==> config.mk <==
export PLATFORM = sky130hd
export DESIGN_NAME = sprint_core
export DESIGN_NICKNAME = d
export VERILOG_FILES = /design/src/logic/tetris_pkg.sv /design/src/logic/timer_pkg.sv /design/src/logic/lock_if.sv /design/src/logic/game_ctrl.sv /design/src/logic/line_tally.sv /design/src/logic/playfield_store.sv /design/src/logic/sprint_core.sv /design/src/logic/sprint_timer.sv
export SDC_FILE = /design/constraint.sdc
export NUM_CORES = 2
export LEC_CHECK = 0
export BUFFER_PORTS_ARGS = -buffer_cell sky130_fd_sc_hd__buf_2
export CAP_MARGIN = 20
export CORE_MARGIN = 3
export CORE_UTILIZATION = 37
export DETAILED_ROUTE_END_ITERATION = 12
export PLACE_DENSITY = 0.54
export SLEW_MARGIN = 40
export SYNTH_ARGS = -nofsm -noshare
export SYNTH_HDL_FRONTEND = slang
export SYNTH_HIERARCHICAL = 1
export SYNTH_SLANG_ARGS = --single-unit
==> constraint.sdc <==
create_clock -name clk -period 8.1 [get_ports clk]
set_clock_uncertainty 0.1 [all_clocks]
set_input_delay 0.81 -clock clk [delete_from_list [all_inputs] [get_ports clk]]
set_output_delay 0.81 -clock clk [all_outputs]
set_load 0.03 [all_outputs]
==> src/logic/tetris_pkg.sv <==
// tetris playfield package
// board geometry, tile codes, line goal width and screen state codes
`default_nettype none

package tetris_pkg;

    // board geometry, row 0 is the top
    parameter int PLAYFIELD_ROWS = 20;
    parameter int PLAYFIELD_COLS = 10;
    parameter int ROW_W          = 5;
    parameter int COL_W          = 5;

    // tile codes
    parameter int TILE_W = 3;
    parameter logic [TILE_W-1:0] TILE_BLANK = 3'd0;
    parameter logic [TILE_W-1:0] TILE_I     = 3'd1;
    parameter logic [TILE_W-1:0] TILE_O     = 3'd2;
    parameter logic [TILE_W-1:0] TILE_T     = 3'd3;
    parameter logic [TILE_W-1:0] TILE_J     = 3'd4;
    parameter logic [TILE_W-1:0] TILE_L     = 3'd5;
    parameter logic [TILE_W-1:0] TILE_S     = 3'd6;
    parameter logic [TILE_W-1:0] TILE_Z     = 3'd7;

    parameter int PIECE_TILES = 4;

    // lines cleared counter width
    parameter int LINES_W = 6;

    // game screen encoding
    parameter int SCREEN_W = 2;
    parameter logic [SCREEN_W-1:0] SCREEN_IDLE   = 2'd0;
    parameter logic [SCREEN_W-1:0] SCREEN_SPRINT = 2'd1;
    parameter logic [SCREEN_W-1:0] SCREEN_DONE   = 2'd2;

endpackage

`default_nettype wire

==> src/logic/timer_pkg.sv <==
// sprint timer package
// digit widths and roll-over limits of the time counters
`default_nettype none

package timer_pkg;

    // decimal digits for ms, cs and ds
    parameter int DIGIT_W = 4;
    parameter logic [DIGIT_W-1:0] DIGIT_MAX = 4'd9;

    // seconds and minutes
    parameter int SEXA_W = 6;
    parameter logic [SEXA_W-1:0] SEXA_MAX = 6'd59;

    // hours just wrap
    parameter int HOURS_W = 5;

endpackage

`default_nettype wire
==> src/logic/lock_if.sv <==
// piece lock bus
// carries an accepted lock and the board clear from control to the board store
`timescale 1ns/100ps
`default_nettype none

interface lock_if;
    import tetris_pkg::*;

    logic                              clear_board;
    logic                              lock_valid;
    logic [TILE_W-1:0]                 piece_type;
    logic [PIECE_TILES-1:0][ROW_W-1:0] tile_rows;
    logic [PIECE_TILES-1:0][COL_W-1:0] tile_cols;

    modport ctrl (
        output clear_board,
        output lock_valid,
        output piece_type,
        output tile_rows,
        output tile_cols
    );

    modport store (
        input clear_board,
        input lock_valid,
        input piece_type,
        input tile_rows,
        input tile_cols
    );

endinterface

`default_nettype wire

==> src/logic/game_ctrl.sv <==
// sprint screen control
// starts and ends a sprint, gates piece locks onto the lock bus
`timescale 1ns/100ps
`default_nettype none

module game_ctrl #(
    parameter int unsigned LINES_GOAL = 40
) (
    input  logic                                                    clk,
    input  logic                                                    arst_n,
    input  logic                                                    start,
    input  logic                                                    lock,
    input  logic [tetris_pkg::TILE_W-1:0]                           lock_type,
    input  logic [tetris_pkg::PIECE_TILES-1:0][tetris_pkg::ROW_W-1:0] lock_rows,
    input  logic [tetris_pkg::PIECE_TILES-1:0][tetris_pkg::COL_W-1:0] lock_cols,
    input  logic [tetris_pkg::LINES_W-1:0]                          lines_cleared,
    output logic [tetris_pkg::SCREEN_W-1:0]                         screen,
    output logic                                                    running,
    output logic                                                    game_start,
    lock_if.ctrl                                                    lock_bus
);
    import tetris_pkg::*;

    localparam logic [LINES_W-1:0] GOAL = LINES_W'(LINES_GOAL);

    logic start_ok;
    logic lock_ok;

    // a start while the clear is pending is not taken twice
    assign start_ok = start && !game_start &&
                      (screen == SCREEN_IDLE || screen == SCREEN_DONE);
    assign lock_ok  = lock && (screen == SCREEN_SPRINT);

    always_ff @(posedge clk or negedge arst_n) begin
        if (!arst_n) begin
            screen <= SCREEN_IDLE;
        end else begin
            case (screen)
                SCREEN_IDLE, SCREEN_DONE: begin
                    if (game_start) begin
                        screen <= SCREEN_SPRINT;
                    end
                end
                SCREEN_SPRINT: begin
                    if (lines_cleared >= GOAL) begin
                        screen <= SCREEN_DONE;
                    end
                end
                default: screen <= SCREEN_IDLE;
            endcase
        end
    end

    assign running = (screen == SCREEN_SPRINT);

    always_ff @(posedge clk or negedge arst_n) begin
        if (!arst_n) begin
            game_start          <= 1'b0;
            lock_bus.lock_valid <= 1'b0;
        end else begin
            game_start          <= start_ok;
            lock_bus.lock_valid <= lock_ok;
        end
    end

    // the board is wiped in the same cycle as the rest of the game state
    assign lock_bus.clear_board = game_start;

    always_ff @(posedge clk) begin
        if (lock_ok) begin
            lock_bus.piece_type <= lock_type;
            lock_bus.tile_rows  <= lock_rows;
            lock_bus.tile_cols  <= lock_cols;
        end
    end

    a_no_lock_on_clear: assert property (@(posedge clk) disable iff (!arst_n)
        !(lock_bus.lock_valid && lock_bus.clear_board));

endmodule

`default_nettype wire

==> src/logic/line_tally.sv <==
// lines cleared tally
// accumulates the number of full rows seen each cycle
`timescale 1ns/100ps
`default_nettype none

module line_tally (
    input  logic                                  clk,
    input  logic                                  arst_n,
    input  logic                                  game_start,
    input  logic [tetris_pkg::PLAYFIELD_ROWS-1:0] lines_full,
    output logic [tetris_pkg::LINES_W-1:0]        lines_cleared
);
    import tetris_pkg::*;

    logic [LINES_W-1:0] full_count;

    always_comb begin
        full_count = '0;
        for (int r = 0; r < PLAYFIELD_ROWS; r++) begin
            full_count = full_count + LINES_W'(lines_full[r]);
        end
    end

    always_ff @(posedge clk or negedge arst_n) begin
        if (!arst_n) begin
            lines_cleared <= '0;
        end else if (game_start) begin
            lines_cleared <= '0;
        end else begin
            lines_cleared <= lines_cleared + full_count;
        end
    end

    a_tally_monotonic: assert property (@(posedge clk) disable iff (!arst_n)
        !game_start |=> lines_cleared >= $past(lines_cleared));

endmodule

`default_nettype wire

==> src/logic/playfield_store.sv <==
// playfield store
// locked board with full and empty line detection, line clear and row collapse
`timescale 1ns/100ps
`default_nettype none

module playfield_store (
    input  logic                                                          clk,
    input  logic                                                          arst_n,
    lock_if.store                                                         lock_bus,
    input  logic [tetris_pkg::ROW_W-1:0]                                  read_row,
    output logic [tetris_pkg::PLAYFIELD_COLS-1:0][tetris_pkg::TILE_W-1:0] row_cells,
    output logic [tetris_pkg::PLAYFIELD_ROWS-1:0]                         lines_full
);
    import tetris_pkg::*;

    localparam int COL_IDX_W = $clog2(PLAYFIELD_COLS);
    localparam logic [PLAYFIELD_COLS-1:0][TILE_W-1:0] BLANK_ROW =
        {PLAYFIELD_COLS{TILE_BLANK}};

    logic [PLAYFIELD_COLS-1:0][TILE_W-1:0] board      [PLAYFIELD_ROWS];
    logic [PLAYFIELD_COLS-1:0][TILE_W-1:0] survivor   [PLAYFIELD_ROWS];
    logic [PLAYFIELD_COLS-1:0][TILE_W-1:0] board_next [PLAYFIELD_ROWS];
    logic [PLAYFIELD_ROWS-1:0]             lines_empty;
    logic [PLAYFIELD_ROWS-1:0]             taken;

    always_comb begin
        for (int r = 0; r < PLAYFIELD_ROWS; r++) begin
            lines_full[r]  = 1'b1;
            lines_empty[r] = 1'b1;
            for (int c = 0; c < PLAYFIELD_COLS; c++) begin
                if (board[r][c] == TILE_BLANK) begin
                    lines_full[r] = 1'b0;
                end else begin
                    lines_empty[r] = 1'b0;
                end
            end
        end
    end

    // bit r set when the row below r pulls it down
    assign taken = lines_empty >> 1;

    // full rows never move, they only blank
    always_comb begin
        for (int r = 0; r < PLAYFIELD_ROWS; r++) begin
            survivor[r] = lines_full[r] ? BLANK_ROW : board[r];
        end
        board_next[0] = (lines_empty[0] || taken[0]) ? BLANK_ROW : survivor[0];
        for (int r = 1; r < PLAYFIELD_ROWS; r++) begin
            if (lines_empty[r]) begin
                board_next[r] = survivor[r-1];
            end else if (taken[r]) begin
                board_next[r] = BLANK_ROW;
            end else begin
                board_next[r] = survivor[r];
            end
        end
    end

    always_ff @(posedge clk or negedge arst_n) begin
        if (!arst_n) begin
            for (int r = 0; r < PLAYFIELD_ROWS; r++) begin
                board[r] <= BLANK_ROW;
            end
        end else if (lock_bus.clear_board) begin
            for (int r = 0; r < PLAYFIELD_ROWS; r++) begin
                board[r] <= BLANK_ROW;
            end
        end else begin
            for (int r = 0; r < PLAYFIELD_ROWS; r++) begin
                board[r] <= board_next[r];
            end
            // lock tiles land on top of the collapse result
            if (lock_bus.lock_valid) begin
                for (int t = 0; t < PIECE_TILES; t++) begin
                    board[lock_bus.tile_rows[t]][lock_bus.tile_cols[t][COL_IDX_W-1:0]] <=
                        lock_bus.piece_type;
                end
            end
        end
    end

    assign row_cells = (read_row < ROW_W'(PLAYFIELD_ROWS)) ? board[read_row] : BLANK_ROW;

    for (genvar t = 0; t < PIECE_TILES; t++) begin : g_tile_chk
        a_tile_in_board: assert property (@(posedge clk) disable iff (!arst_n)
            lock_bus.lock_valid |->
                (lock_bus.tile_rows[t] < ROW_W'(PLAYFIELD_ROWS)) &&
                (lock_bus.tile_cols[t] < COL_W'(PLAYFIELD_COLS)));
    end

endmodule

`default_nettype wire

==> src/logic/sprint_core.sv <==
// sprint core top
// game control, playfield store, line tally and sprint timer
`timescale 1ns/100ps
`default_nettype none

module sprint_core #(
    parameter int unsigned LINES_GOAL   = 40,
    parameter int unsigned TICKS_PER_MS = 50000
) (
    input  logic                                                          clk,
    input  logic                                                          arst_n,
    input  logic                                                          start,
    input  logic                                                          lock,
    input  logic [tetris_pkg::TILE_W-1:0]                                 lock_type,
    input  logic [tetris_pkg::PIECE_TILES-1:0][tetris_pkg::ROW_W-1:0]     lock_rows,
    input  logic [tetris_pkg::PIECE_TILES-1:0][tetris_pkg::COL_W-1:0]     lock_cols,
    input  logic [tetris_pkg::ROW_W-1:0]                                  read_row,
    output logic [tetris_pkg::PLAYFIELD_COLS-1:0][tetris_pkg::TILE_W-1:0] row_cells,
    output logic [tetris_pkg::LINES_W-1:0]                                lines_cleared,
    output logic [tetris_pkg::SCREEN_W-1:0]                               screen,
    output logic                                                          running,
    output logic [timer_pkg::DIGIT_W-1:0]                                 time_ms,
    output logic [timer_pkg::DIGIT_W-1:0]                                 time_cs,
    output logic [timer_pkg::DIGIT_W-1:0]                                 time_ds,
    output logic [timer_pkg::SEXA_W-1:0]                                  time_s,
    output logic [timer_pkg::SEXA_W-1:0]                                  time_min,
    output logic [timer_pkg::HOURS_W-1:0]                                 time_h
);
    import tetris_pkg::*;

    logic                      game_start;
    logic [PLAYFIELD_ROWS-1:0] lines_full;

    lock_if lock_bus ();

    game_ctrl #(
        .LINES_GOAL    (LINES_GOAL)
    ) game_ctrl_i (
        .clk           (clk),
        .arst_n        (arst_n),
        .start         (start),
        .lock          (lock),
        .lock_type     (lock_type),
        .lock_rows     (lock_rows),
        .lock_cols     (lock_cols),
        .lines_cleared (lines_cleared),
        .screen        (screen),
        .running       (running),
        .game_start    (game_start),
        .lock_bus      (lock_bus)
    );

    playfield_store playfield_store_i (
        .clk           (clk),
        .arst_n        (arst_n),
        .lock_bus      (lock_bus),
        .read_row      (read_row),
        .row_cells     (row_cells),
        .lines_full    (lines_full)
    );

    line_tally line_tally_i (
        .clk           (clk),
        .arst_n        (arst_n),
        .game_start    (game_start),
        .lines_full    (lines_full),
        .lines_cleared (lines_cleared)
    );

    sprint_timer #(
        .TICKS_PER_MS  (TICKS_PER_MS)
    ) sprint_timer_i (
        .clk           (clk),
        .arst_n        (arst_n),
        .running       (running),
        .game_start    (game_start),
        .time_ms       (time_ms),
        .time_cs       (time_cs),
        .time_ds       (time_ds),
        .time_s        (time_s),
        .time_min      (time_min),
        .time_h        (time_h)
    );

endmodule

`default_nettype wire

==> src/logic/sprint_timer.sv <==
// sprint timer
// millisecond prescaler feeding cascaded ms, cs, ds, s, min and h counters
`timescale 1ns/100ps
`default_nettype none

module sprint_timer #(
    parameter int unsigned TICKS_PER_MS = 50000
) (
    input  logic                           clk,
    input  logic                           arst_n,
    input  logic                           running,
    input  logic                           game_start,
    output logic [timer_pkg::DIGIT_W-1:0]  time_ms,
    output logic [timer_pkg::DIGIT_W-1:0]  time_cs,
    output logic [timer_pkg::DIGIT_W-1:0]  time_ds,
    output logic [timer_pkg::SEXA_W-1:0]   time_s,
    output logic [timer_pkg::SEXA_W-1:0]   time_min,
    output logic [timer_pkg::HOURS_W-1:0]  time_h
);
    import timer_pkg::*;

    localparam int PRE_W = (TICKS_PER_MS > 1) ? $clog2(TICKS_PER_MS) : 1;
    localparam logic [PRE_W-1:0] PRE_LAST = PRE_W'(TICKS_PER_MS - 1);

    logic [PRE_W-1:0] prescale;
    logic             ms_tick;
    logic             ms_wrap;
    logic             cs_wrap;
    logic             ds_wrap;
    logic             s_wrap;
    logic             min_wrap;

    // carry chain
    assign ms_tick  = running && (prescale == PRE_LAST);
    assign ms_wrap  = ms_tick && (time_ms == DIGIT_MAX);
    assign cs_wrap  = ms_wrap && (time_cs == DIGIT_MAX);
    assign ds_wrap  = cs_wrap && (time_ds == DIGIT_MAX);
    assign s_wrap   = ds_wrap && (time_s == SEXA_MAX);
    assign min_wrap = s_wrap && (time_min == SEXA_MAX);

    always_ff @(posedge clk or negedge arst_n) begin
        if (!arst_n) begin
            prescale <= '0;
            time_ms  <= '0;
            time_cs  <= '0;
            time_ds  <= '0;
            time_s   <= '0;
            time_min <= '0;
            time_h   <= '0;
        end else if (game_start) begin
            prescale <= '0;
            time_ms  <= '0;
            time_cs  <= '0;
            time_ds  <= '0;
            time_s   <= '0;
            time_min <= '0;
            time_h   <= '0;
        end else begin
            if (running) begin
                prescale <= (prescale == PRE_LAST) ? '0 : prescale + 1'b1;
            end
            if (ms_tick) begin
                time_ms <= ms_wrap ? '0 : time_ms + 1'b1;
            end
            if (ms_wrap) begin
                time_cs <= cs_wrap ? '0 : time_cs + 1'b1;
            end
            if (cs_wrap) begin
                time_ds <= ds_wrap ? '0 : time_ds + 1'b1;
            end
            if (ds_wrap) begin
                time_s <= s_wrap ? '0 : time_s + 1'b1;
            end
            if (s_wrap) begin
                time_min <= min_wrap ? '0 : time_min + 1'b1;
            end
            // hours wrap at their width
            if (min_wrap) begin
                time_h <= time_h + 1'b1;
            end
        end
    end

    a_digits_in_range: assert property (@(posedge clk) disable iff (!arst_n)
        (time_ms <= DIGIT_MAX) && (time_cs <= DIGIT_MAX) && (time_ds <= DIGIT_MAX) &&
        (time_s <= SEXA_MAX) && (time_min <= SEXA_MAX));

endmodule

`default_nettype wire

# Word level (Yosys, flattened, before mapping)
# Cells that the tools add are included.
# W data, S select, Z words.
totals:
  ff_bits: 694
  latch_bits: 0
  ram_bits: 0
  rom_bits: 0
  output_inout_bits: 68
  word_cells: 1019
  n_memories: 0
op_classes:
  n_addsub: 27
  multipliers: 0
  n_div: 0
  order_cmp: 19
  n_eq_ne: 10
  shift: 0
  n_mux: 508
  n_bitwise: 5
  n_reduce_logical: 230
op_table:
  columns: ["op", "count"]
  rows:
  - ["$bwmux W600", 4]
  - ["$mux W30", 65]
  - ["$mux W600", 2]
  - ["$demux W30 S5", 4]
  - ["$logic_not A3 Y1", 200]
  - ["$mux W1", 400]
  - ["$bmux W30 S5", 1]
  - ["$add A6 B1 Y6", 18]
  - ["$demux W3 S4", 4]
  - ["$mux W16", 3]
  - ["$mux W6", 7]
  - ["$ge A6 B6 Y1 const B", 6]
  - ["$mux W4", 9]
  - ["$not A5 Y6", 5]
  - ["$lt A6 B1 Y1 const B", 4]
  - ["$lt A4 B5 Y1 const B", 4]
  - ["$logic_and A1 B1 Y1", 17]
  - ["$add A16 B1 Y16 const B", 1]
  - ["$eq A16 B16 Y1 const B", 1]
  - ["$ge A4 B1 Y1 const B", 4]
  - ["$reduce_bool A2 Y1", 7]
  - ["$add A4 B1 Y4 const B", 3]
  - ["$add A6 B1 Y6 const B", 2]
  - ["$eq A4 B4 Y1 const B", 3]
  - ["18 further kinds", 25]

# Depth between registers and ports, before layout
logic_depth:
  ltp_word: 32
  mapped_depth: 20
  mapped_depth_nobuf: 19

# Hierarchy
# Netlist, hierarchy kept.
by_module_without_submodules:
  columns: ["module", "instances", "cells_each", "area_per_inst_um2"]
  rows:
  - ["playfield_store", 1, 4358, 41178.2]
  - ["sprint_timer", 1, 282, 2588.7]
  - ["game_ctrl", 1, 57, 1451.4]
  - ["line_tally", 1, 80, 842.1]

# Worst setup path before layout
# No wires, ideal clock.
synth_timing:
  path_kind: "flip-flop to flip-flop"
  from: "register playfield_store_i/board[521] (netlist name)"
  to: "register line_tally_i/lines_cleared[4] (netlist name)"
  arrival_time_ns: 5.071
  required_ns: 7.867
  path_slack_ns: 2.796
  stages_incl_launch_ff: 18
  period_less_slack_ns: 5.304
  path_cell_list: "dfrtp_1 or3_1 and4_1 nand2_1 clkbuf_1 inv_1 fa_1 inv_1 fa_1 fa_1 fa_1 fa_1 fa_1 fa_1 nor2b_4 o21ai_1 a21oi_1 nor3b_1"
synth_between:
  elab_chain_cells: 28
synth_lines:
  columns: ["item", "line_no", "rtl"]
  rows:
  - ["start, declared", "playfield_store.sv:20", "logic [PLAYFIELD_COLS-1:0][TILE_W-1:0] board [PLAYFIELD_ROWS];"]
  - ["start signal, assigned by index", "playfield_store.sv:71", "board[r] <= board_next[r];"]
  - ["start signal, assigned by index", "playfield_store.sv:76", "board[lock_bus.tile_rows[t]][lock_bus.tile_cols[t][COL_IDX_W-1:0]] <="]
  - ["$logic_not A3 Y1", "playfield_store.sv:31", "if (board[r][c] == TILE_BLANK) begin"]
  - ["$mux W1 (7 in a row)", "playfield_store.sv:31", null]
  - ["via lines_full[2]", "sprint_core.sv:32", "logic [PLAYFIELD_ROWS-1:0] lines_full;"]
  - ["$add A6 B1 Y6 (18 in a row)", "line_tally.sv:20", "full_count = full_count + LINES_W'(lines_full[r]);"]
  - ["$add A6 B6 Y6", "line_tally.sv:30", "lines_cleared <= lines_cleared + full_count;"]
  - ["$mux W6", "line_tally.sv:27", "end else if (game_start) begin"]
  - ["end signal, assigned", "line_tally.sv:30", null]
  - ["end, declared", "line_tally.sv:11", "output logic [tetris_pkg::LINES_W-1:0] lines_cleared"]
# The timed path passes the listed nets, and every way through them passes these cells.
# A chain may end at the register's enable or synchronous reset.

# Final worst setup path
layout_timing:
  from: "register playfield_store_i/board[396] (netlist name)"
  to: "register line_tally_i/lines_cleared[4] (netlist name)"
layout_between:
  elab_chain_cells: 25
layout_lines:
  columns: ["item", "line_no"]
  rows:
  - ["$logic_not A3 Y1", "playfield_store.sv:31"]
  - ["$mux W1 (8 in a row)", "playfield_store.sv:31"]
  - ["via lines_full[6]", "sprint_core.sv:32"]
  - ["$add A6 B1 Y6 (14 in a row)", "line_tally.sv:20"]
  - ["$add A6 B6 Y6", "line_tally.sv:30"]
  - ["$mux W6", "line_tally.sv:27"]
# The timed path passes the listed nets, and every way through them passes these cells.

==> results by group <==
Status
  – Status: finished, final reports clean

Cells and area
  – Layout area overhead: 12.1%
  – Finished Cell Area: approximately 50000 sq um
  – Layout fillers: 11900
  – Layout cell share with drive strength beyond 1: 0.158
  – Register area: 17600 sq um
  – Final #Nets: ~4700
  – Final core occ: 0.420
  – Multi-input logic area: between 20000 and 30000 sq um

Timing
  – RSZ-0062 raised after global routing: false
  – Slew Limit Fails: 0
  – Setup violators final: 0
  – Final TNS setup: 0 ns
  – Min Tclk post-route: 6.16 ns
  – PnR worst setup slack: a little under 2 ns
  – Fmax achieved: about 160 MHz
  – Slew HR: 0.313
  – Hold Fails Final Rpt: 0
  – Tcrit/Tclk final: 0.760
  – Worst-Margin Slew: 1.03 ns

Logic synthesis
  – Synth Net Count: around 4900
  – Mapped Area: 45900 sq um
  – Yosys Warn Count: 6
  – Cells after Synth: around 4800
  – Mapped Avg Cell Area: 9.63 sq um

Clock network
  – # Post-CTS Setup Buffers: 0
  – # hold bufs at CTS: 0
  – Clock sinks: a little under 700
  – Clk_lat worst skew: approximately 0.7 ns
  – Root Buffer: clkbuf_16
  – CTS max path bufs: 3
  – Clock-pin slew on the worst setup and hold paths: 0.06 ns
  – CTS tree: built
  – H-tree Lvls: 3
  – Cts repair resizes: 0
  – TritonCTS Buffers: slightly above 80

Setup path
  – RR Endpoint: line_tally_i/lines_cleared[4]
  – Critical path peak fanout: 14
  – Crit path DAT: about 6.7 ns
  – RR Startpoint: playfield_store_i/board[396]
  – Worst R2R Path Depth: 17
  – Worst path slowest cell: fa_1
  – Setup Crit Path Kind: flip-flop to flip-flop
  – Critical path capture point type: flip-flop
  – Critical path startpoint category: flip-flop
  – FF-to-FF setup slack: 1.94 ns
  – WP data required: about 8.6 ns
  – CP dominant cell by count: fa_1
  – Crit-path cells: or3_1 -> nand2_1 -> nor4b_1 -> nand2_1 -> inv_1 -> inv_1 -> fa_1 -> fa_1 -> fa_1 -> fa_1 -> fa_1 -> fa_1 -> fa_1 -> nor2b_4 -> o21ai_1 -> nand3_1 -> nor3b_1
  – Largest stage delay, worst path: slightly below 0.6 ns

Flow run
  – MaxCap Viol Count: 0

Die
  – I/O pin count: 120
  – Area of the core: 123000 sq um
  – Die height: between 300 and 400 um
  – Initial Util: 0.375
  – Site Rows: around 130
  – Area of the die: 128000 sq um
  – Die X: ~360 um

Placed design
  – Pre-CTS setup slack: just under 2 ns
  – Routability cong.: 1.04
  – Placement Cell Area: just under 50000 sq um
  – Number of I/O port buffers: about 120
  – DP HPWL: ~160000 um

Global routing
  – Global-route wire length before repair: 323000 um
  – GR Util All Layers: 0.343
  – GRT overflow: 0
  – Initial antenna violation count: 3
  – Largest net degree at the start of global routing: about 160
  – Vias in the first global route: about 43000

Worst hold path
  – Hold path depth: 1
  – Hold endpoint: game_ctrl_i/lock_bus.tile_rows[13]
  – Hold Startpoint: lock_rows[13]
  – HP Class: primary input to flip-flop

Drt
  – Avg WL per Cell: 35.9 um
  – Post-DRT Antenna Nets: 0
  – DR pass1 iterations: 10
  – Initial DRC count: between 8000 and 9000
  – Routed wire length: between 200000 and 250000 um
  – Drt via density: 7.51
  – Via count: ~47000
  – # DRC: 0

Power and ir drop
  – VDD IR max: about 0.00084 V
  – PwrDens: about 440 nW/um^2
  – Static leakage: 18.8 nW
[flip-flops by register name, indices dropped and copies added, names as in the netlist, 5 cells and up]
name / count
sprint_timer_i/time_min: 6
sprint_timer_i/prescale: 16
game_ctrl_i/lock_bus.tile_cols: 16
line_tally_i/lines_cleared: 6
game_ctrl_i/lock_bus.tile_rows: 20
playfield_store_i/board: 600
sprint_timer_i/time_h: 5
sprint_timer_i/time_s: 6
[metal layers]
| layer | vias to the layer above | track usage | wire, um |
|---|---|---|---|
| met1 | 23700 | 0.459 | 86200 |
| met4 | 0 | 0.201 | 17200 |
| met2 | 3670 | 0.484 | 92800 |
| met3 | 729 | 0.108 | 30200 |
| li1 | 19200 | - | - |
| met5 | - | 0.00151 | 0 |
[cell usage in the layout (no fill, tap or decap), types with 40 or more instances in the layout]
master and instances:
inv_1 40, nor3_1 226, mux4_2 150, a211oi_1 401
buf_2 112, clkbuf_16 84, o2111ai_1 135, nand3_1 545
mux2i_1 62, o22ai_1 102, nor2_1 195, dfrtp_1 653
nand2_1 215, and2_1 155, a21oi_1 139, or3_1 84
a221oi_1 524, buf_4 120, nand4_1 42
[through the flow]
step / hold slack, ns / power [mW] / cells
final: 0.191 / 22.6 / 6301
after global routing: 0.175 / 21.0 / 6299
after CTS: 0.114 / 18.9 / 6287
after detailed placement: 0.418 / 16.4 / 6139
after global placement: 0.401 / 14.7 / 6107
after floorplan: 0.410 / 12.1 / 4773
[cell type report]
type / count / share of cell area
multi-input cells: 3503 / 0.519
flip-flops and latches: 694 / 0.341
clock buffers: 119 / 0.0463
repair buffers: 286 / 0.0454
well taps: 1625 / 0.0395
clock inverters: 29 / 0.00525
inverters: 42 / 0.00311
diodes: 3 / 0.000146
[power by group]
group          leakage, nW  total [mW]  internal, mW  switching, mW
combinational         8.06        13.2          3.73           9.50
clock                 1.31        3.75          2.14           1.61
sequential            9.44        5.59          4.30           1.29
[worst max-delay path: cells and delay by family (launching register included)]
family | cells | cell delay, ns
adder cells (fa/ha/maj) | 7 | 3.44
flip-flops | 1 | 0.40
AND/OR/NAND/NOR | 7 | 1.80
AO/OA/AOI/OAI | 1 | 0.09
buffers and inverters | 2 | 0.25
[worst max path at each step]
stage	startpoint	end	slack [ns]
floorplan	playfield_store_i/board[521]	line_tally_i/lines_cleared[4]	2.80
global placement	playfield_store_i/board[390]	line_tally_i/lines_cleared[4]	1.95
detailed placement	playfield_store_i/board[390]	line_tally_i/lines_cleared[4]	1.97
CTS	playfield_store_i/board[392]	line_tally_i/lines_cleared[4]	1.95
global route	playfield_store_i/board[390]	line_tally_i/lines_cleared[4]	1.67
finish	playfield_store_i/board[396]	line_tally_i/lines_cleared[4]	1.94
Power figures use the tool's default switching activity.
